## src/source/graph_write_params.svh

```systemverilog
// Element size must be a power of two dividing the line, and at least two units are assumed
`ifndef GRAPH_WRITE_PARAMS_SVH
`define GRAPH_WRITE_PARAMS_SVH

// Controllers behind the dispatcher
`define GW_NUM_CU 4
// Id width leaves room for ids that have no controller
`define GW_CU_ID_BITS 3

// Entries in each per-unit request queue
`define GW_FIFO_DEPTH 4

// Element and line geometry
`define GW_DATA_BYTES 4
`define GW_DATA_BITS (`GW_DATA_BYTES * 8)
`define GW_LINE_BYTES 64
`define GW_LINE_BITS (`GW_LINE_BYTES * 8)
`define GW_LINE_SLOTS (`GW_LINE_BYTES / `GW_DATA_BYTES)
`define GW_OFFSET_BITS 4

`endif
```

## src/source/graph_write_pkg.sv

```systemverilog
// Types shared by RTL and bench, and abort codes above 4 in the config are treated as strict
`default_nettype none

`include "graph_write_params.svh"

package graph_write_pkg;

	typedef enum logic [2:0] {
		abt_strict = 3'd0,
		abt_abort  = 3'd1,
		abt_page   = 3'd2,
		abt_pref   = 3'd3,
		abt_spec   = 3'd4
	} abort_mode_t;

	typedef enum logic [1:0] {
		write_na = 2'd0,
		write_ms = 2'd1
	} write_cmd_code_t;

	// Host configuration word, only the low bits are decoded
	typedef struct packed {
		logic [59:0] reserved;
		logic        write_ms_sel;
		logic [2:0]  abort_field;
	} cu_config_t;

	typedef struct packed {
		logic [`GW_CU_ID_BITS-1:0] cu_id;
		logic [31:0]               index;
		logic [31:0]               data;
	} edge_data_write_payload_t;

	typedef struct packed {
		logic                     valid;
		edge_data_write_payload_t payload;
	} edge_data_write_t;

	typedef struct packed {
		logic [63:0]                address;
		logic [7:0]                 size;
		write_cmd_code_t            command;
		abort_mode_t                abt;
		logic [`GW_OFFSET_BITS-1:0] cacheline_offset;
		logic [`GW_CU_ID_BITS-1:0]  cu_id;
		logic [31:0]                index;
		logic [`GW_LINE_BITS-1:0]   data;
	} write_request_payload_t;

	typedef struct packed {
		logic                   valid;
		write_request_payload_t payload;
	} write_request_t;

	// Reverse byte order of one element for the memory side
	function automatic logic [`GW_DATA_BITS-1:0] swap_data_bytes(
		input logic [`GW_DATA_BITS-1:0] value
	);
		logic [`GW_DATA_BITS-1:0] swapped;
		for (int b = 0; b < `GW_DATA_BYTES; b++) begin
			swapped[b*8 +: 8] = value[(`GW_DATA_BYTES-1-b)*8 +: 8];
		end
		return swapped;
	endfunction

endpackage

`default_nettype wire

```

## src/source/edge_write_dispatch.sv

```systemverilog
// Writes are accepted only while enabled is high, and the 16-bit drop counter wraps silently
`timescale 1ns/1ps
`default_nettype none

`include "graph_write_params.svh"

module edge_write_dispatch (
	input  logic                              clock,
	input  logic                              rstn,
	input  logic                              enabled,
	input  graph_write_pkg::edge_data_write_t edge_data_in,
	output graph_write_pkg::edge_data_write_t edge_data_unit [`GW_NUM_CU],
	output logic [15:0]                       drop_count
);
	import graph_write_pkg::*;

	localparam logic [`GW_CU_ID_BITS:0] num_cu = `GW_NUM_CU;

	logic                     accept;
	logic                     unmapped;
	logic [`GW_NUM_CU-1:0]    unit_valid;
	edge_data_write_payload_t unit_payload;

	assign accept   = enabled && edge_data_in.valid;
	assign unmapped = {1'b0, edge_data_in.payload.cu_id} >= num_cu;

	// One valid per unit, only the addressed one rises
	always_ff @(posedge clock or negedge rstn) begin
		if (!rstn) begin
			unit_valid <= '0;
		end else begin
			for (int u = 0; u < `GW_NUM_CU; u++) begin
				unit_valid[u] <= accept && ({1'b0, edge_data_in.payload.cu_id} == u);
			end
		end
	end

	// Payload is shared by every unit
	always_ff @(posedge clock) begin
		unit_payload <= edge_data_in.payload;
	end

	always_ff @(posedge clock or negedge rstn) begin
		if (!rstn) begin
			drop_count <= '0;
		end else if (accept && unmapped) begin
			drop_count <= drop_count + 16'd1;
		end
	end

	for (genvar u = 0; u < `GW_NUM_CU; u++) begin : g_unit_out
		assign edge_data_unit[u].valid   = unit_valid[u];
		assign edge_data_unit[u].payload = unit_payload;
	end

endmodule

`default_nettype wire

```

## config.mk

```make
export PLATFORM = sky130hd
export DESIGN_NAME = edge_write_dispatch
export DESIGN_NICKNAME = d
export VERILOG_FILES = /design/src/source/graph_write_pkg.sv /design/src/source/edge_write_dispatch.sv
export VERILOG_INCLUDE_DIRS = /design/src /design/src/source
export SDC_FILE = /design/constraint.sdc
export NUM_CORES = 1
export LEC_CHECK = 0
export BUFFER_PORTS_ARGS = -buffer_cell sky130_fd_sc_hd__buf_2
export CORE_AREA = 3 3 139 141
export DETAILED_ROUTE_END_ITERATION = 10
export DIE_AREA = 0 0 142 144
export PLACE_DENSITY = 0.51
export SLEW_MARGIN = 10
export SYNTH_ARGS = -nofsm -noshare
export SYNTH_HDL_FRONTEND = slang
export SYNTH_SLANG_ARGS = --single-unit
```

## constraint.sdc

```tcl
create_clock -name clock -period 2.7 [get_ports clock]
set_input_delay 0.405 -clock clock [delete_from_list [all_inputs] [get_ports clock]]
set_output_delay 0.405 -clock clock [all_outputs]
set_load 0.01 [all_outputs]
```

== After elaboration in Yosys (flattened, before gate mapping) ==
Index checks and enable logic that the tools add are counted.

* Memory bits (read-only): 0
* Output and inout port bits: 288
* RAM bits: 0
* Memories kept: 0
* Bits in latches: 0
* Input bits: 71
* Bits in registers: 87
* Word-level logic and storage cells: 17

* Bitwise gates (word level): 0
* Multipliers: 0
* Equal/unequal tests: 3
* $add $sub $neg: 1
* Div/mod/pow operators: 0
* Order comparisons: 1
* Shifts and indexed selects: 0
* Muxes and demuxes: 0
* Reductions and logical operators: 7

{| class="wikitable"
|+ Operator list
! operator !! count
|-
| 16-bit by 1-bit adder with 16-bit output (second input constant) || 1
|-
| 3-bit by 2-bit == test with 1-bit output (second input constant) || 2
|-
| 1-bit logical AND || 6
|-
| 3-bit by 1-bit == test with 1-bit output (second input constant) || 1
|-
| 3-bit >= comparator (second input constant) || 1
|-
| 3-bit logical NOT || 1
|}

== Longest topological paths before layout ==
* Depth after elaboration: 2
* Mapped depth: 5
* Mapped depth without buffers: 5

== Worst setup path after synthesis ==
No wires, ideal clock.

* Kind: flip-flop to flip-flop
* Start: register drop_count[0]
* End: register drop_count[12]
* Required time: 2574 ps
* Clock period less this slack: 1552 ps
* Path slack: 1148 ps
* Setup time: 126 ps
* Stages on the path, launching flop included: 6
* Data arrival time: 1426 ps
* Buffers on the path: 0
* Cell sequence: dfrtp_1 -> ha_1 -> nand2_1 -> nor4_1 -> nand3_1 -> xnor2_1

* Longest elaborated chain between the ends: 1

{| class="wikitable"
|+ RTL lines
! element !! line !! text
|-
| from (decl) || edge_write_dispatch.sv:13 || <nowiki>output logic [15:0] drop_count</nowiki>
|-
| from (signal assigned) || edge_write_dispatch.sv:47 || <nowiki>drop_count <= drop_count + 16'd1;</nowiki>
|-
| 16-bit by 1-bit adder with 16-bit output || edge_write_dispatch.sv:47 ||
|}

Every way passes these cells.
A chain may end at the register's enable or synchronous reset.

== Final worst setup path ==
Same ends and word-level chain as after synthesis.

==> impl_metrics.csv <==
group,metric,value,unit
grt,antenna_found_initial,0,
yosys,synth_cell_type_count,20,
layout,design_area,0.00458,mm²
critical_path,r2r-start,"drop_count[0]",
hold_path,hp-start,"edge_data_in[45]",
critical_path,critPathMaxStageDelay,590,ps
floorplanning,row_count,49,
layout,antennaDiodeCount,0,
routing,drt_iter0_drc,111,
placement,gp_congestion,0.744,
floorplanning,die-area,0.0204,mm²
critical_path,critPathArrivalTime,1980,ps
power,leakage,0.00254,µW
critical_path,critPathLaunch,"drop_count[0]",
floorplanning,top_level_ports,359,
hold_path,hold_path_class,"primary input to register",
critical_path,cp-end-kind,"register",
layout,drive_gt1_share,73.3,%
yosys,syn-cell-area,0.00370,mm²
power,p_total,3220,µW
clock_network,clock_sinks,87,
routing,drc_errors,0,
sta,tns,0,ps
placement,port_buffers,358,
critical_path,cp-start-kind,"register",
floorplanning,coreArea,0.0181,mm²
critical_path,critPathBufInv,0,
grt,grtUsageTotal,8.99,%
sta,grt_setup_unrepaired,"false",
clock_network,clk_pin_slew,70,ps
clock_network,clk-insertion-delay-late,340,ps
layout,area_growth,23.8,%
yosys,ys_ff_latch,87,
yosys,syn_avg_cell_area,10.9,µm²
routing,first_pass_iters,3,
routing,ant_nets,0,
grt,grt_pass1_vias,2133,
routing,wl_per_cell,14.0,µm
critical_path,critPathSlowestCell,"nor4_1",
layout,fillers,1964,
critical_path,critPathMaxFanout,6,
sta,finalSetupViolations,0,
critical_path,cp.required,2920,ps
critical_path,crit_chain,"ha_1 -> nand2_1 -> nor4_1 -> nand3_1 -> xnor2_1",
clock_network,numCtsBuffers,9,
sta,relSlewSlack,56.4,%
sta,worstMarginPinSlew,648,ps
power,power_density,703,mW/mm²
yosys,synthCells,340,
sta,period_share,65.1,%
clock_network,cts_htree_levels,3,
routing,wl,10.4,mm
sta,maxSlewViolCount,0,
sta,clock_skew,3.56,ps
sta,timing_hold_violations_final,0,
outcome,status,"completed",
floorplanning,die_width,142,µm
routing,vias,2529,
clock_network,cts_setup_buffers,0,
routing,via_per_inst,3.40,
run,max_cap_viol_count,0,
critical_path,cp_top_family,"simple AND/OR/NAND/NOR gates",
clock_network,cts-root-buf,"clkbuf_16",
yosys,ys_seq_area_share,49.7,%
layout,seq_area,0.00184,mm²
clock_network,cts_tree,"yes",
power,vdd.ir_drop.worst,0.000272,V
layout,multiInputGateArea,349,µm²
yosys,yosysWarnings,0,
clock_network,clock_path_buffers,2,
layout,nNetsFinal,581,
yosys,postSynthNetCount,412,
grt,grt_overflow,0,
floorplanning,die_h,144,µm
grt,grt_max_degree,21,
floorplanning,start_util,20.5,%
sta,min_period,1760,ps
grt,grt_pass1_wl,13.4,mm
sta,max_freq,569,MHz
critical_path,path_class,"register to register",
placement,placed_cell_area,0.00427,mm²
placement,hpwlAfterDp,8.71,mm
where the power goes:
group          switching [µW]  internal (µW)
sequential                105           1380
combinational             265            228
clock                     504            741
total                     875           2350
cells in the final DEF, fill, tap and decap left out, types with 2 or more instances in the layout:
cell type,n
clkbuf_16,9
and4_1,2
dfrtp_1,20
nand3_1,5
dfxtp_1,67
xor2_1,4
nand2_1,8
buf_2,358
clkinvlp_4,2
nor2_1,6
xnor2_1,11
nor4_1,2
nand4_1,5
state kept, by name (all words and copies together), names as in the netlist:
register	count
drop_count	16
edge_data_unit	67
unit_valid	4
kinds of logic (layout without fill, tap and decap cells):
kind of cell,after synthesis,after routing,share of synthesized area (%)
buffers and inverters,202,376,40.8
flip-flops,87,87,49.7
AND/OR/NAND/NOR,34,34,5.24
XOR/XNOR,15,15,3.55
adder cells (fa/ha/maj),1,1,0.338
multiplexers,1,1,0.304
synth_stat cells:
cell type / instances / area share, %
buf_4: 201 / 41
dfxtp_1: 67 / 36
dfrtp_1: 20 / 14
xnor2_1: 11 / 2.6
nand2_1: 8 / 0.81
nor2_1: 6 / 0.61
nand3_1: 5 / 0.68
nand4_1: 5 / 0.84
xor2_1: 4 / 0.95
and4_1: 2 / 0.47
nor4_1: 2 / 0.34
and3_1: 1 / 0.17
and4_2: 1 / 0.27
ha_1: 1 / 0.34
inv_1: 1 / 0.10
mux2_2: 1 / 0.30
nand4_2: 1 / 0.34
nor2_2: 1 / 0.17
nor4b_1: 1 / 0.24
or4_4: 1 / 0.30
repair_timing:
action / 4_1_cts / 5_1_grt
hold buffers: 1 / 0
hold endpoints to repair: 2 / 0
gates resized for setup: 0 / 0
final cells by class:
type	instances	area share (%)
well taps	229	6.25
multi-input cells	51	7.62
inverters	1	0.0819
clock buffers	11	5.30
repair buffers	359	39.3
flip-flops and latches	87	40.2
clock inverters	5	1.26
worst register-to-register path, stage by stage (launching register included):
cell and delay (ps):
dfrtp_1 430, ha_1 220, nand2_1 70, nor4_1 590
nand3_1 180, xnor2_1 150
final timing paths:
path,end,slack (ps),cells past startpoint
worst min register to register,drop_count[13],500,1
worst min-delay path,edge_data_unit[45],160,1
max in group asynchronous,drop_count[4],1820,2
min in group asynchronous,drop_count[2],560,2
worst max register to register,drop_count[12],940,5
worst max-delay path,drop_count[12],940,5
through the flow:
stage	util (%)	instances	setup WS [ps]	hold WS, ps
finish	25.3	743	942	161
global route	25.3	743	795	134
CTS	25.3	743	934	131
detailed placement	23.6	726	934	381
global placement	23.6	726	941	388
floorplan	-	340	1150	109
per-layer routing:
metal	part of all wire (%)	vias to the layer above	track usage, %	wire length (µm)
met2	52	138	14.9	5450
met4	1.8	0	4.24	182
li1	-	1209	-	-
met5	0	-	0	0
met1	40	1172	10.9	4110
met3	6.3	10	2.31	654
Power figures use the tool's default switching activity.
