## src/source/graph_write_params.svh

```systemverilog
// Element size must be a power of two dividing the line, and at least two units are assumed
`ifndef GRAPH_WRITE_PARAMS_SVH
`define GRAPH_WRITE_PARAMS_SVH

// Controllers behind the dispatcher
`define GW_NUM_CU 4
// Id width leaves room for ids that have no controller
`define GW_CU_ID_BITS 3

// Entries in each per-unit request queue
`define GW_FIFO_DEPTH 4

// Element and line geometry
`define GW_DATA_BYTES 4
`define GW_DATA_BITS (`GW_DATA_BYTES * 8)
`define GW_LINE_BYTES 64
`define GW_LINE_BITS (`GW_LINE_BYTES * 8)
`define GW_LINE_SLOTS (`GW_LINE_BYTES / `GW_DATA_BYTES)
`define GW_OFFSET_BITS 4

`endif
```

## src/source/graph_write_pkg.sv

```systemverilog
// Types shared by RTL and bench, and abort codes above 4 in the config are treated as strict
`default_nettype none

`include "graph_write_params.svh"

package graph_write_pkg;

	typedef enum logic [2:0] {
		abt_strict = 3'd0,
		abt_abort  = 3'd1,
		abt_page   = 3'd2,
		abt_pref   = 3'd3,
		abt_spec   = 3'd4
	} abort_mode_t;

	typedef enum logic [1:0] {
		write_na = 2'd0,
		write_ms = 2'd1
	} write_cmd_code_t;

	// Host configuration word, only the low bits are decoded
	typedef struct packed {
		logic [59:0] reserved;
		logic        write_ms_sel;
		logic [2:0]  abort_field;
	} cu_config_t;

	typedef struct packed {
		logic [`GW_CU_ID_BITS-1:0] cu_id;
		logic [31:0]               index;
		logic [31:0]               data;
	} edge_data_write_payload_t;

	typedef struct packed {
		logic                     valid;
		edge_data_write_payload_t payload;
	} edge_data_write_t;

	typedef struct packed {
		logic [63:0]                address;
		logic [7:0]                 size;
		write_cmd_code_t            command;
		abort_mode_t                abt;
		logic [`GW_OFFSET_BITS-1:0] cacheline_offset;
		logic [`GW_CU_ID_BITS-1:0]  cu_id;
		logic [31:0]                index;
		logic [`GW_LINE_BITS-1:0]   data;
	} write_request_payload_t;

	typedef struct packed {
		logic                   valid;
		write_request_payload_t payload;
	} write_request_t;

	// Reverse byte order of one element for the memory side
	function automatic logic [`GW_DATA_BITS-1:0] swap_data_bytes(
		input logic [`GW_DATA_BITS-1:0] value
	);
		logic [`GW_DATA_BITS-1:0] swapped;
		for (int b = 0; b < `GW_DATA_BYTES; b++) begin
			swapped[b*8 +: 8] = value[(`GW_DATA_BYTES-1-b)*8 +: 8];
		end
		return swapped;
	endfunction

endpackage

`default_nettype wire

```

## src/source/edge_data_write_command_control.sv

```systemverilog
// Three-stage pipeline, config is taken only when nonzero and enabled, base is sampled at entry
`timescale 1ns/1ps
`default_nettype none

`include "graph_write_params.svh"

module edge_data_write_command_control (
	input  logic                              clock,
	input  logic                              rstn,
	input  logic                              enabled,
	input  graph_write_pkg::cu_config_t       cu_config,
	input  logic [63:0]                       base_address,
	input  graph_write_pkg::edge_data_write_t edge_data_write,
	output graph_write_pkg::write_request_t   write_request
);
	import graph_write_pkg::*;

	localparam int scale_shift = $clog2(`GW_DATA_BYTES);

	cu_config_t                 config_latched;
	logic                       in_valid;
	edge_data_write_payload_t   in_payload;
	logic [63:0]                base_latched;
	logic [`GW_OFFSET_BITS-1:0] slot;
	abort_mode_t                abt_decoded;
	write_request_payload_t     next_payload;
	logic                       build_valid;
	write_request_payload_t     build_payload;
	logic                       out_valid;
	write_request_payload_t     out_payload;

////////////////////////////////////////////////////////////
// Stage 1, input latch
////////////////////////////////////////////////////////////

	// Last nonzero word stays in force
	always_ff @(posedge clock or negedge rstn) begin
		if (!rstn) begin
			config_latched <= '0;
			in_valid       <= 1'b0;
		end else begin
			if (enabled && (|cu_config)) begin
				config_latched <= cu_config;
			end
			in_valid <= edge_data_write.valid;
		end
	end

	always_ff @(posedge clock) begin
		in_payload   <= edge_data_write.payload;
		base_latched <= base_address;
	end

////////////////////////////////////////////////////////////
// Stage 2, request build
////////////////////////////////////////////////////////////

	always_comb begin
		slot = in_payload.index[`GW_OFFSET_BITS-1:0];

		case (config_latched.abort_field)
			3'd1:    abt_decoded = abt_abort;
			3'd2:    abt_decoded = abt_page;
			3'd3:    abt_decoded = abt_pref;
			3'd4:    abt_decoded = abt_spec;
			default: abt_decoded = abt_strict;
		endcase

		next_payload                  = '0;
		next_payload.address          = base_latched + ({32'b0, in_payload.index} << scale_shift);
		next_payload.size             = 8'(`GW_DATA_BYTES);
		next_payload.command          = config_latched.write_ms_sel ? write_ms : write_na;
		next_payload.abt              = abt_decoded;
		next_payload.cacheline_offset = slot;
		next_payload.cu_id            = in_payload.cu_id;
		next_payload.index            = in_payload.index;

		// Swapped value lands in its slot, rest of line stays zero
		for (int s = 0; s < `GW_LINE_SLOTS; s++) begin
			if (slot == s) begin
				next_payload.data[s*`GW_DATA_BITS +: `GW_DATA_BITS] =
					swap_data_bytes(in_payload.data);
			end
		end
	end

	always_ff @(posedge clock or negedge rstn) begin
		if (!rstn) begin
			build_valid <= 1'b0;
		end else begin
			build_valid <= in_valid;
		end
	end

	always_ff @(posedge clock) begin
		build_payload <= next_payload;
	end

////////////////////////////////////////////////////////////
// Stage 3, output register
////////////////////////////////////////////////////////////

	always_ff @(posedge clock or negedge rstn) begin
		if (!rstn) begin
			out_valid <= 1'b0;
		end else begin
			out_valid <= build_valid;
		end
	end

	always_ff @(posedge clock) begin
		out_payload <= build_payload;
	end

	assign write_request.valid   = out_valid;
	assign write_request.payload = out_payload;

endmodule

`default_nettype wire

```

## config.mk

```make
export PLATFORM = sky130hd
export DESIGN_NAME = edge_data_write_command_control
export DESIGN_NICKNAME = d
export VERILOG_FILES = /design/src/source/graph_write_pkg.sv /design/src/source/edge_data_write_command_control.sv
export VERILOG_INCLUDE_DIRS = /design/src /design/src/source
export SDC_FILE = /design/constraint.sdc
export NUM_CORES = 1
export LEC_CHECK = 0
export ABC_AREA = 1
export BUFFER_PORTS_ARGS = -buffer_cell sky130_fd_sc_hd__buf_2
export CORE_AREA = 5 5 323 325
export DETAILED_ROUTE_END_ITERATION = 10
export DIE_AREA = 0 0 328 330
export PLACE_DENSITY_LB_ADDON = 0.3
export SLEW_MARGIN = 20
export SYNTH_ARGS = -nofsm -noshare
export SYNTH_HDL_FRONTEND = slang
export SYNTH_SLANG_ARGS = --single-unit
```

## constraint.sdc

```tcl
create_clock -name clock -period 5.9 [get_ports clock]
set_input_delay 1.18 -clock clock [delete_from_list [all_inputs] [get_ports clock]]
set_output_delay 1.18 -clock clock [all_outputs]
set_load 0.02 [all_outputs]
```

After elaboration in Yosys (flattened, before gate mapping) --
Index checks and enable logic that the tools add are counted.
Storage, ports and cells: output and inout bits 629, bits of input ports 199, flip-flop bits (word level) 1376
Cells by class: add/sub/neg operators 1, eq/ne operators 19, muxes and demuxes 2, reductions and logical operators 3
Operator list (count):
- 64-bit by 34-bit adder with 64-bit output | 1
- 64-bit OR reduction | 1
- 4-bit equality test (second input constant) | 8
- 4-bit by 3-bit equality test with 1-bit output (second input constant) | 4
- 3-bit case mux with 4 select lines | 1
- 4-bit by 2-bit equality test with 1-bit output (second input constant) | 2
- 3-bit by 2-bit equality test with 1-bit output (second input constant) | 2
- 4-bit by 1-bit equality test with 1-bit output (second input constant) | 1
- 4-bit logical NOT | 1
- 3-bit by 1-bit equality test with 1-bit output (second input constant) | 1
- 3-bit equality test (second input constant) | 1
- 1-bit logical AND | 1
- 1-bit 2-to-1 mux | 1

Longest topological paths before layout --
Gate-level depths: netlist (run 1).
word-level depth 2, mapped depth 14, mapped depth without buffers 14

Worst setup path after synthesis (run 1) --
No wires, ideal clock.
path type input port to flip-flop, start input port cu_config[51] in the netlist's numbering, end register config_latched[0] in the netlist's numbering, cell stages on the path 7, arrival time 1992 ps, path slack 3781 ps, library setup time 127 ps, cells stage by stage nor2_1 -> nand4_1 -> or2_2 -> nor2_1 -> nand2_1 -> nand2_1 -> o21ai_0
Between the ends: word-level cells in the longest chain between the ends 2
RTL lines:
- from (decl) | RTL line edge_data_write_command_control.sv:11 | input graph_write_pkg::cu_config_t cu_config,
- 64-bit OR reduction | RTL line edge_data_write_command_control.sv:42 | if (enabled && (|cu_config)) begin
- 1-bit logical AND | RTL line edge_data_write_command_control.sv:42
- to (signal assigned) | RTL line edge_data_write_command_control.sv:43 | config_latched <= cu_config;
- to (decl) | RTL line edge_data_write_command_control.sv:20 | cu_config_t config_latched;
No other way between the ends. A chain may end at the register's enable or synchronous reset.

==> run_results.csv, run 1 <==
group,metric,value,unit
run_status,status,"completed",
synth,synth_top_area_share,79.4,%
route,wl,109000,µm
synth,yosysMostFrequentCell,"dfxtp_1",
clock_network,cts_buffers,135,
power_and_ir_drop,ir_worst_vdd,0.000311,V
die,die_y,330,µm
clock_network,clk_pin_slew,60,ps
global_route,grt_pass1_wl,153000,µm
die,initial_utilization,33.9,%
timing,finalSetupViolations,0,
global_route,grt_max_degree,33,
synth,synth.area.top_cells,"dfxtp_1 79%, nor2_1 6.9%, nand2_1 4.4%, inv_1 2.5%, ha_1 1.2%",
cells_and_area,area_growth,28.9,%
clock_network,worstSkewPairLatency,730,ps
synth,synth_seq_cells,1368,
placed_design,dpl.hpwl,81000,µm
critical_path,crit_path_end_kind,"register",
route,drt_iter0_drc,1197,
timing,period_share,44.5,%
cells_and_area,antennaDiodeCount,0,
timing,slew_viol_final,0,
die,core,101000,µm²
synth,yosysWarnings,0,
synth,syn_avg_cell_area,11.6,µm²
flow_run,drv_cap,0,
placed_design,port_buffers,818,
critical_path,reg2reg_depth,11,
cells_and_area,fin_nets,4075,
global_route,grtUsageTotal,19.6,%
global_route,grt_pass1_vias,21600,
die,rows,117,
die,pin_count,828,
clock_network,post_cts_buffers,0,
synth,synth-seq-area-share,79.9,%
synth,synthTopCellsByCount,"1361 x dfxtp_1, 629 x nor2_1, 402 x nand2_1",
cells_and_area,drive_gt1_share,27.1,%
synth,synth_edf_count,0,
timing,fin_hold_ws,274,ps
synth,synth_top_area_cell,"dfxtp_1",
route,routed_via_density,4.11,
clock_network,cts_sinks,1368,
power_and_ir_drop,p_per_area,428,nW/µm²
timing,setup_tns,0,ps
critical_path,cp_data_required_time,6480,ps
timing,worstMarginPinSlew,1120,ps
route,final_antenna_net_count,0,
hold_path,hp-class,"input port to async pin",
placed_design,gp_congestion,0.928,
global_route,grt_overflow,0,
timing,fmax,381,MHz
die,die_area,108000,µm²
clock_network,cts-root-buf,"clkbuf_16",
critical_path,path_class,"register to register",
critical_path,r2r_slack,3280,ps
clock_network,cts_tree,"yes",
route,dr.pass1.iters,5,
timing,finalHoldViolCount,0,
route,vias,21800,
synth,async_flop_share,0.512,%
clock_network,ctsLongestPathBuffers,3,
critical_path,r2r-start,"in_payload[32]",
critical_path,cp_max_fo,6,
global_route,antenna_found_initial,8,
clock_network,holdBufCountCts,0,
timing,min_period,2620,ps
critical_path,cp.arrival,3210,ps
route,avgRoutedWirePerCell,20.6,µm
clock_network,htreeDepth,4,
die,fp.dieW,328,µm
timing,maxSlewHeadroom,25.4,%
clock_network,ctsResizeCount,0,
synth,ys.flop_type,"dfxtp_1",
critical_path,r2r_end,"build_payload[614]",
cells_and_area,n_fill_cell,9378,
synth,netlist_area,34300,µm²
timing,rsz0062_at_grt,"false",
synth,ys_types,35,
synth,syn_inst,2967,
route,drc,0,
power_and_ir_drop,power_leakage,21.6,nW
critical_path,critPathLaunchType,"register",
timing,skew,43.6,ps
==> worst max-delay path, stage by stage, from the launching register on <==
cell	delay (ps)
dfxtp_1	500
ha_1	290
inv_1	70
fa_1	400
inv_1	110
nand3_1	80
nand3_1	180
a21oi_1	160
o21bai_1	420
nand2_1	140
nand3_1	90
nand2_1	70
==> registers in the layout, summed over array words and instances, names as in the netlist <==
name / count
base_latched: 64
build_valid: 1
write_request: 615
out_valid: 1
in_valid: 1
in_payload: 67
config_latched: 4
build_payload: 615
==> layout make-up <==
| cell class | instances | area, µm² | area share, % |
|---|---|---|---|
| Sequential cell | 1368 | 27400 | 62.0 |
| Inverter | 231 | 867 | 1.96 |
| Clock inverter | 33 | 484 | 1.10 |
| Timing Repair Buffer | 826 | 4150 | 9.40 |
| Multi-Input combinational cell | 1281 | 5690 | 12.9 |
| Clock buffer | 198 | 3870 | 8.77 |
| Tap cell | 1368 | 1710 | 3.87 |
==> metrics by stage <==
stage               cell area [µm²]  utilization (%)  power [mW]  cells  setup slack [ps]
finish                        44200             43.7        18.9   5305              3280
global route                  44200             43.7        19.6   5305              3030
CTS                           44200             43.7        19.1   5305              3190
detailed placement            39800             39.4        10.9   5074              3210
global placement              39800             39.4        10.9   5074              3260
floorplan                     34300                -        10.4   2974              3780
==> cell families after synthesis <==
family,after synthesis,synth area share [%]
flip-flops,1368,79.9
AND/OR/NAND/NOR,1161,13.6
buffers and inverters,325,3.71
AO/OA/AOI/OAI,49,0.810
adder cells (fa/ha/maj),33,1.23
XOR/XNOR,29,0.740
other,2,0.0219
==> per-layer routing <==
metal / share of wire (%) / routed length (µm) / track usage (%) / up-vias
li1: - / - / - / 10700
met1: 41 / 44600 / 23.6 / 10100
met2: 48 / 52300 / 33.0 / 847
met3: 7.5 / 8200 / 5.91 / 180
met4: 3.9 / 4270 / 7.89 / 6
met5: 0.037 / 41 / 0 / -
==> report_power, final <==
group | internal, mW | total, mW | switching, mW
clock | 4.71 | 8.27 | 3.55
combinational | 0.259 | 0.936 | 0.677
sequential | 9.57 | 9.70 | 0.139
==> cells in the final DEF, fill, tap and decap left out, drive strengths merged, types with 5 or more instances in the layout <==
master	synthesis	final
dfxtp	1361	1361
buf	14	826
nor2	639	639
nand2	410	410
inv	231	241
clkbuf	80	198
nand3	67	67
ha	32	32
xor2	26	26
a21oi	25	25
nand4	19	19
clkinv	0	15
o21ai	14	14
nor3	13	13
conb	2	9
o21bai	8	8
dfrtp	7	7
clkinvlp	0	6
nor4	5	5
==> worst max path at each step <==
stage	start	endpoint	slack, ps
2_1_floorplan	cu_config[51]	config_latched[0]	3780
3_3_place_gp	in_payload[32]	build_payload[618]	3260
6_report	in_payload[32]	build_payload[614]	3280
5_1_grt	in_payload[32]	build_payload[614]	3030
3_5_place_dp	in_payload[32]	build_payload[618]	3210
4_1_cts	write_request[512]	write_request[547]	3190
Power figures use the tool's default switching activity.
==> run 2, diff against run 1 <==
--- a/config.mk
+++ b/config.mk
@@ -6,11 +6,11 @@
 export SDC_FILE = /design/constraint.sdc
 export NUM_CORES = 1
 export LEC_CHECK = 0
-export ABC_AREA = 1
+export ABC_AREA = 0
 export BUFFER_PORTS_ARGS = -buffer_cell sky130_fd_sc_hd__buf_2
-export CORE_AREA = 5 5 323 325
+export CORE_AREA = 5 5 321 323
 export DETAILED_ROUTE_END_ITERATION = 10
-export DIE_AREA = 0 0 328 330
+export DIE_AREA = 0 0 326 328
 export PLACE_DENSITY_LB_ADDON = 0.3
 export SLEW_MARGIN = 20
 export SYNTH_ARGS = -nofsm -noshare
==> constraint.sdc (replaced) <==
create_clock -name clock -period 2.3 [get_ports clock]
set_input_delay 0.46 -clock clock [delete_from_list [all_inputs] [get_ports clock]]
set_output_delay 0.46 -clock clock [all_outputs]
set_load 0.02 [all_outputs]
==> run_results.csv, run 2 <==
group,metric,value,unit
flow_run,drv_cap,0,
route,top_layer,"met5",
synth,syn_avg_cell_area,14.1,µm²
clock_network,cts_tree,"yes",
timing,rsz0062_at_grt,"true",
die,initial_utilization,34.1,%
power_and_ir_drop,ir_worst_vdd,0.000936,V
synth,synth_top_area_cell,"dfxtp_1",
route,drt_iter0_drc,936,
timing,min_period,2480,ps
timing,slew_viol_final,0,
power_and_ir_drop,power_leakage,21.2,nW
power_and_ir_drop,power,49.1,mW
synth,async_flop_share,0.512,%
timing,period_share,108,%
synth,yosysWarnings,0,
placed_design,placed_cell_area,40200,µm²
timing,fmax,403,MHz
critical_path,cp_data_required_time,2910,ps
placed_design,dp_slack,-158,ps
route,final_antenna_net_count,0,
placed_design,dpl.hpwl,67800,µm
route,wl,97300,µm
route,wl_met1,38300,µm
synth,synthTopCellsByCount,"1361 x dfxtp_1, 515 x and2_1, 84 x clkbuf_1",
route,dr.pass1.iters,5,
die,pin_count,828,
cells_and_area,design_area,46400,µm²
critical_path,cp_max_fo,6,
cells_and_area,area_growth,36.6,%
route,dr_wl_met2,48200,µm
timing,setup_tns,-2800,ps
route,routed-wl-met3,7270,µm
critical_path,critPathLaunchType,"register",
cells_and_area,final_util,46.6,%
synth,yosysMostFrequentCell,"dfxtp_1",
clock_network,cts-root-buf,"clkbuf_16",
synth,netlist_area,33900,µm²
timing,worstMarginPinSlew,801,ps
critical_path,path_cells,"ha_4 > inv_2 > fa_2 > and2b_1 > o2111ai_2 > a211oi_2 > o21ai_2 > a21boi_4 > buf_12 > o2111ai_1 > xnor2_1",
critical_path,cp.arrival,3100,ps
die,rows,116,
placed_design,dp_cells,4511,
critical_path,slowest_stage,"dfxtp_4",
hold_path,hp-class,"input port to async pin",
power_and_ir_drop,p_per_area,1060,nW/µm²
global_route,grt_max_degree,33,
critical_path,r2r-start,"in_payload[32]",
timing,fin_hold_ws,132,ps
synth,syn_inst,2400,
placed_design,port_buffers,818,
route,avgRoutedWirePerCell,19.8,µm
global_route,antenna_found_initial,19,
critical_path,r2r_end,"build_payload[612]",
route,routed_via_density,4.14,
cells_and_area,fin_nets,3732,
synth,ys_types,62,
cells_and_area,drive_gt1_share,34.2,%
route,drc,0,
placed_design,gp_congestion,0.869,
synth,synth_top_area_share,80.3,%
critical_path,crit_path_end_kind,"register",
synth,synth.area.top_cells,"dfxtp_1 80%, and2_1 9.5%, ha_1 1.2%, xnor2_1 1.2%, clkbuf_1 0.93%",
global_route,grt_pass1_wl,138000,µm
clock_network,htreeDepth,4,
critical_path,reg2reg_depth,11,
synth,ys.flop_type,"dfxtp_1",
cells_and_area,layout_common_cells,"1356 x dfxtp_1, 818 x buf_2, 515 x and2_1",
run_status,violations,"setup timing",
clock_network,cts_buffers,135,
die,fp.dieW,326,µm
die,die_y,328,µm
synth,synth_seq_cells,1368,
cells_and_area,finalNonFillerCells,4913,
global_route,grtUsageTotal,17.6,%
clock_network,ctsLongestPathBuffers,3,
synth,synth_edf_count,0,
cells_and_area,layout_commonest_cell,"dfxtp_1",
clock_network,clk_pin_slew,60,ps
timing,skew,34.2,ps
run_status,status,"finished with violations",
critical_path,path_class,"register to register",
timing,finalHoldViolCount,0,
global_route,grt_pass1_vias,20500,
critical_path,r2r_slack,-180,ps
timing,maxSlewHeadroom,46.5,%
die,die_area,107000,µm²
clock_network,worstSkewPairLatency,730,ps
timing,fin_ws,-183,ps
route,vias,20300,
clock_network,cts_sinks,1368,
critical_path,worst_path_largest_cell_delay,350,ps
timing,finalSetupViolations,28,
global_route,grt_overflow,0,
synth,synth-seq-area-share,80.8,%
die,core,99600,µm²
## run 2: power breakdown
group | total, mW | switching (mW) | internal [mW]
logic | 2.49 | 1.47 | 1.02
clock network | 21.6 | 8.98 | 12.6
registers | 25.0 | 0.462 | 24.5
## run 2: routing by layer
layer	up-vias	GRT usage, %
li1	9796	-
met1	9539	19.9
met2	785	30.9
met3	205	5.73
met4	2	6.91
met5	-	0
## run 2: worst max-delay path by stage
| stage | from | to | slack, ps | cells after the start |
|---|---|---|---|---|
| 6_report | in_payload[32] | build_payload[612] | -180 | 11 |
| 5_1_grt | in_payload[32] | build_payload[622] | -290 | 12 |
| 4_1_cts | in_payload[32] | build_payload[606] | -210 | 12 |
| 3_5_place_dp | base_latched[2] | build_payload[612] | -160 | 11 |
| 3_3_place_gp | base_latched[2] | build_payload[610] | -130 | 11 |
| 2_1_floorplan | in_payload[32] | build_payload[622] | -20 | 11 |
## run 2: cell type report
cell class	count	area, µm²
Fill cell	8876	53200
Sequential cell	1368	27400
Timing Repair Buffer	1065	6430
Multi-Input combinational cell	918	6390
Clock buffer	185	3870
Tap cell	1298	1620
Clock inverter	56	574
Inverter	12	45.0
Antenna cell	11	27.5
## run 2: timing repair
item	in CTS	in global routing
hold buffers	137	0
endpoints found under the hold margin	143	0
gates resized for setup	23	30
pin swaps	22	29
buffers inserted	7	7
endpoints found under the setup margin	30	38
## run 2: cells by family after synthesis
group	count (synthesis)	share of synthesized area, %
DFF	1368	80.8
other	2	0.0221
adders and majority gates	33	1.24
buffers and inverters	121	1.55
xor gates and xnor gates	59	1.52
muxes	4	0.133
and+or+nand+nor	688	12.0
AOI/OAI and AO/OA	125	2.73
## run 2: worst max-delay path, delay by kind of cell (launching register included)
kind / cells / cell delay [ps]
AOI/OAI and AO/OA: 5 / 890
adders and majority gates: 2 / 460
DFF: 1 / 350
xor gates and xnor gates: 1 / 270
and+or+nand+nor: 1 / 230
buffers and inverters: 2 / 180
==> run 3, diff against run 2 <==
--- a/config.mk
+++ b/config.mk
@@ -9,6 +9,7 @@
 export ABC_AREA = 0
 export BUFFER_PORTS_ARGS = -buffer_cell sky130_fd_sc_hd__buf_2
 export CORE_AREA = 5 5 321 323
+export CTS_BUF_LIST = sky130_fd_sc_hd__clkbuf_8
 export DETAILED_ROUTE_END_ITERATION = 10
 export DIE_AREA = 0 0 326 328
 export PLACE_DENSITY_LB_ADDON = 0.3
==> run_results.csv, run 3 (synthesized netlist as in run 2, its figures left out) <==
group,metric,value,unit
placed_design,dpl.hpwl,67800,µm
critical_path,path_class,"register to register",
global_route,antenna_found_initial,21,
timing,period_share,106,%
timing,fmax,409,MHz
timing,maxSlewHeadroom,44.3,%
global_route,grt_pass1_wl,139000,µm
flow_run,drv_cap,0,
cells_and_area,design_area,46400,µm²
cells_and_area,final_util,46.6,%
global_route,grt_max_degree,33,
critical_path,cp_data_required_time,3030,ps
timing,setup_tns,-1220,ps
placed_design,port_buffers,818,
timing,fin_hold_ws,233,ps
critical_path,cp_max_fo,15,
clock_network,cts_buffers,204,
placed_design,gp_congestion,0.869,
cells_and_area,fin_nets,3802,
placed_design,placed_cell_area,40200,µm²
timing,worstMarginPinSlew,834,ps
power_and_ir_drop,p_per_area,1030,nW/µm²
route,wl,97800,µm
clock_network,cts-root-buf,"clkbuf_8",
route,drt_iter0_drc,770,
global_route,grt_overflow,0,
power_and_ir_drop,power_leakage,21.5,nW
die,die_y,328,µm
critical_path,cp.arrival,3170,ps
critical_path,critPathLaunchType,"register",
die,pin_count,828,
power_and_ir_drop,ir_worst_vdd,0.000783,V
die,core,99600,µm²
cells_and_area,layout_common_cells,"1357 x dfxtp_1, 818 x buf_2, 514 x and2_1",
die,rows,116,
critical_path,crit_path_end_kind,"register",
clock_network,ctsLongestPathBuffers,3,
cells_and_area,layout_commonest_cell,"dfxtp_1",
timing,finalSetupViolations,19,
route,routed_via_density,4.07,
cells_and_area,drive_gt1_share,35.6,%
die,die_area,107000,µm²
timing,min_period,2440,ps
timing,skew,50.2,ps
global_route,grtUsageTotal,17.6,%
run_status,status,"finished with violations",
global_route,grt_pass1_vias,21100,
route,avgRoutedWirePerCell,19.4,µm
clock_network,cts_sinks,1368,
route,drc,0,
clock_network,clk_pin_slew,60,ps
timing,slew_viol_final,0,
timing,finalHoldViolCount,0,
clock_network,worstSkewPairLatency,860,ps
clock_network,cts_tree,"yes",
hold_path,hp-class,"input port to register",
die,initial_utilization,34.1,%
cells_and_area,area_growth,36.6,%
route,vias,20600,
die,fp.dieW,326,µm
route,final_antenna_net_count,0,
run_status,violations,"setup timing",
clock_network,htreeDepth,4,
route,dr.pass1.iters,5,
timing,fin_ws,-143,ps
timing,rsz0062_at_grt,"true",
## run 3: cell count changes in the layout (fill, tap and decap cells not counted), sizes merged
cell | before | now
clkinv | 31 | 24
bufinv | 7 | 6
inv | 21 | 89
buf | 928 | 924
dlygate4sd3 | 137 | 142
clkbuf | 185 | 257
diode | 11 | 16
clkinvlp | 9 | 7
## run 3: where the power goes
part | leakage (nW) | internal, mW | switching [mW]
Clock | 2.46 | 10.9 | 9.18
Sequential | 11.2 | 24.5 | 0.472
Combinational | 7.78 | 1.06 | 1.47
Total | 21.5 | 36.4 | 11.1
## run 3: critical path, stage by stage, from the launching register on
cell and delay (ps):
dfxtp_4 350, ha_4 130, inv_2 40, fa_2 350, and2b_1 230, o2111ai_2 160, a211oi_2 290, o21ai_2 130
a21boi_4 170, buf_12 160, o2111ai_1 150, xnor2_1 170
## run 3: layout make-up
class | count | area, µm²
flip-flops and latches | 1368 | 27400
diodes | 16 | 40.0
multi-input cells | 918 | 6490
repair buffers | 1066 | 6430
fillers | 9000 | 53200
well taps | 1298 | 1620
clock buffers | 257 | 3540
inverters | 12 | 45.0
clock inverters | 114 | 783
## run 3: path summary, 6_finish.rpt
kind / start / end / slack (ps) / cells past startpoint
min in group asynchronous: rstn / config_latched[1] / 570 / 3
max: in_payload[32] / build_payload[612] / -140 / 11
max reg2reg: in_payload[32] / build_payload[612] / -140 / 11
max in group asynchronous: rstn / config_latched[0] / 1450 / 3
min: base_address[29] / base_latched[29] / 230 / 2
min reg2reg: build_payload[354] / write_request[354] / 280 / 0
## run 3: per-layer routing
layer,GRT usage [%],routed length [µm],vias to the layer above
met4,7.50,3590,4
met5,0,21,-
met1,19.8,38400,9552
met2,30.6,48300,817
li1,-,-,9980
met3,5.75,7390,214
## run 3: timing repair
action | CTS | global route
endpoints found under the hold margin | 143 | 0
buffers inserted | 1 | 8
resized for setup | 8 | 61
pin swaps | 3 | 18
hold buffers | 142 | 0
cloned | 0 | 0
endpoints found under the setup margin | 28 | 42
## run 3: through the flow
step,setup WS (ps),std cells,total power [mW]
3_5_place_dp,-158,4511,27.8
4_1_cts,-135,5025,48.1
3_3_place_gp,-128,4511,27.8
2_1_floorplan,-23.1,2407,26.5
5_1_grt,-269,5035,49.5
6_report,-143,5049,47.6
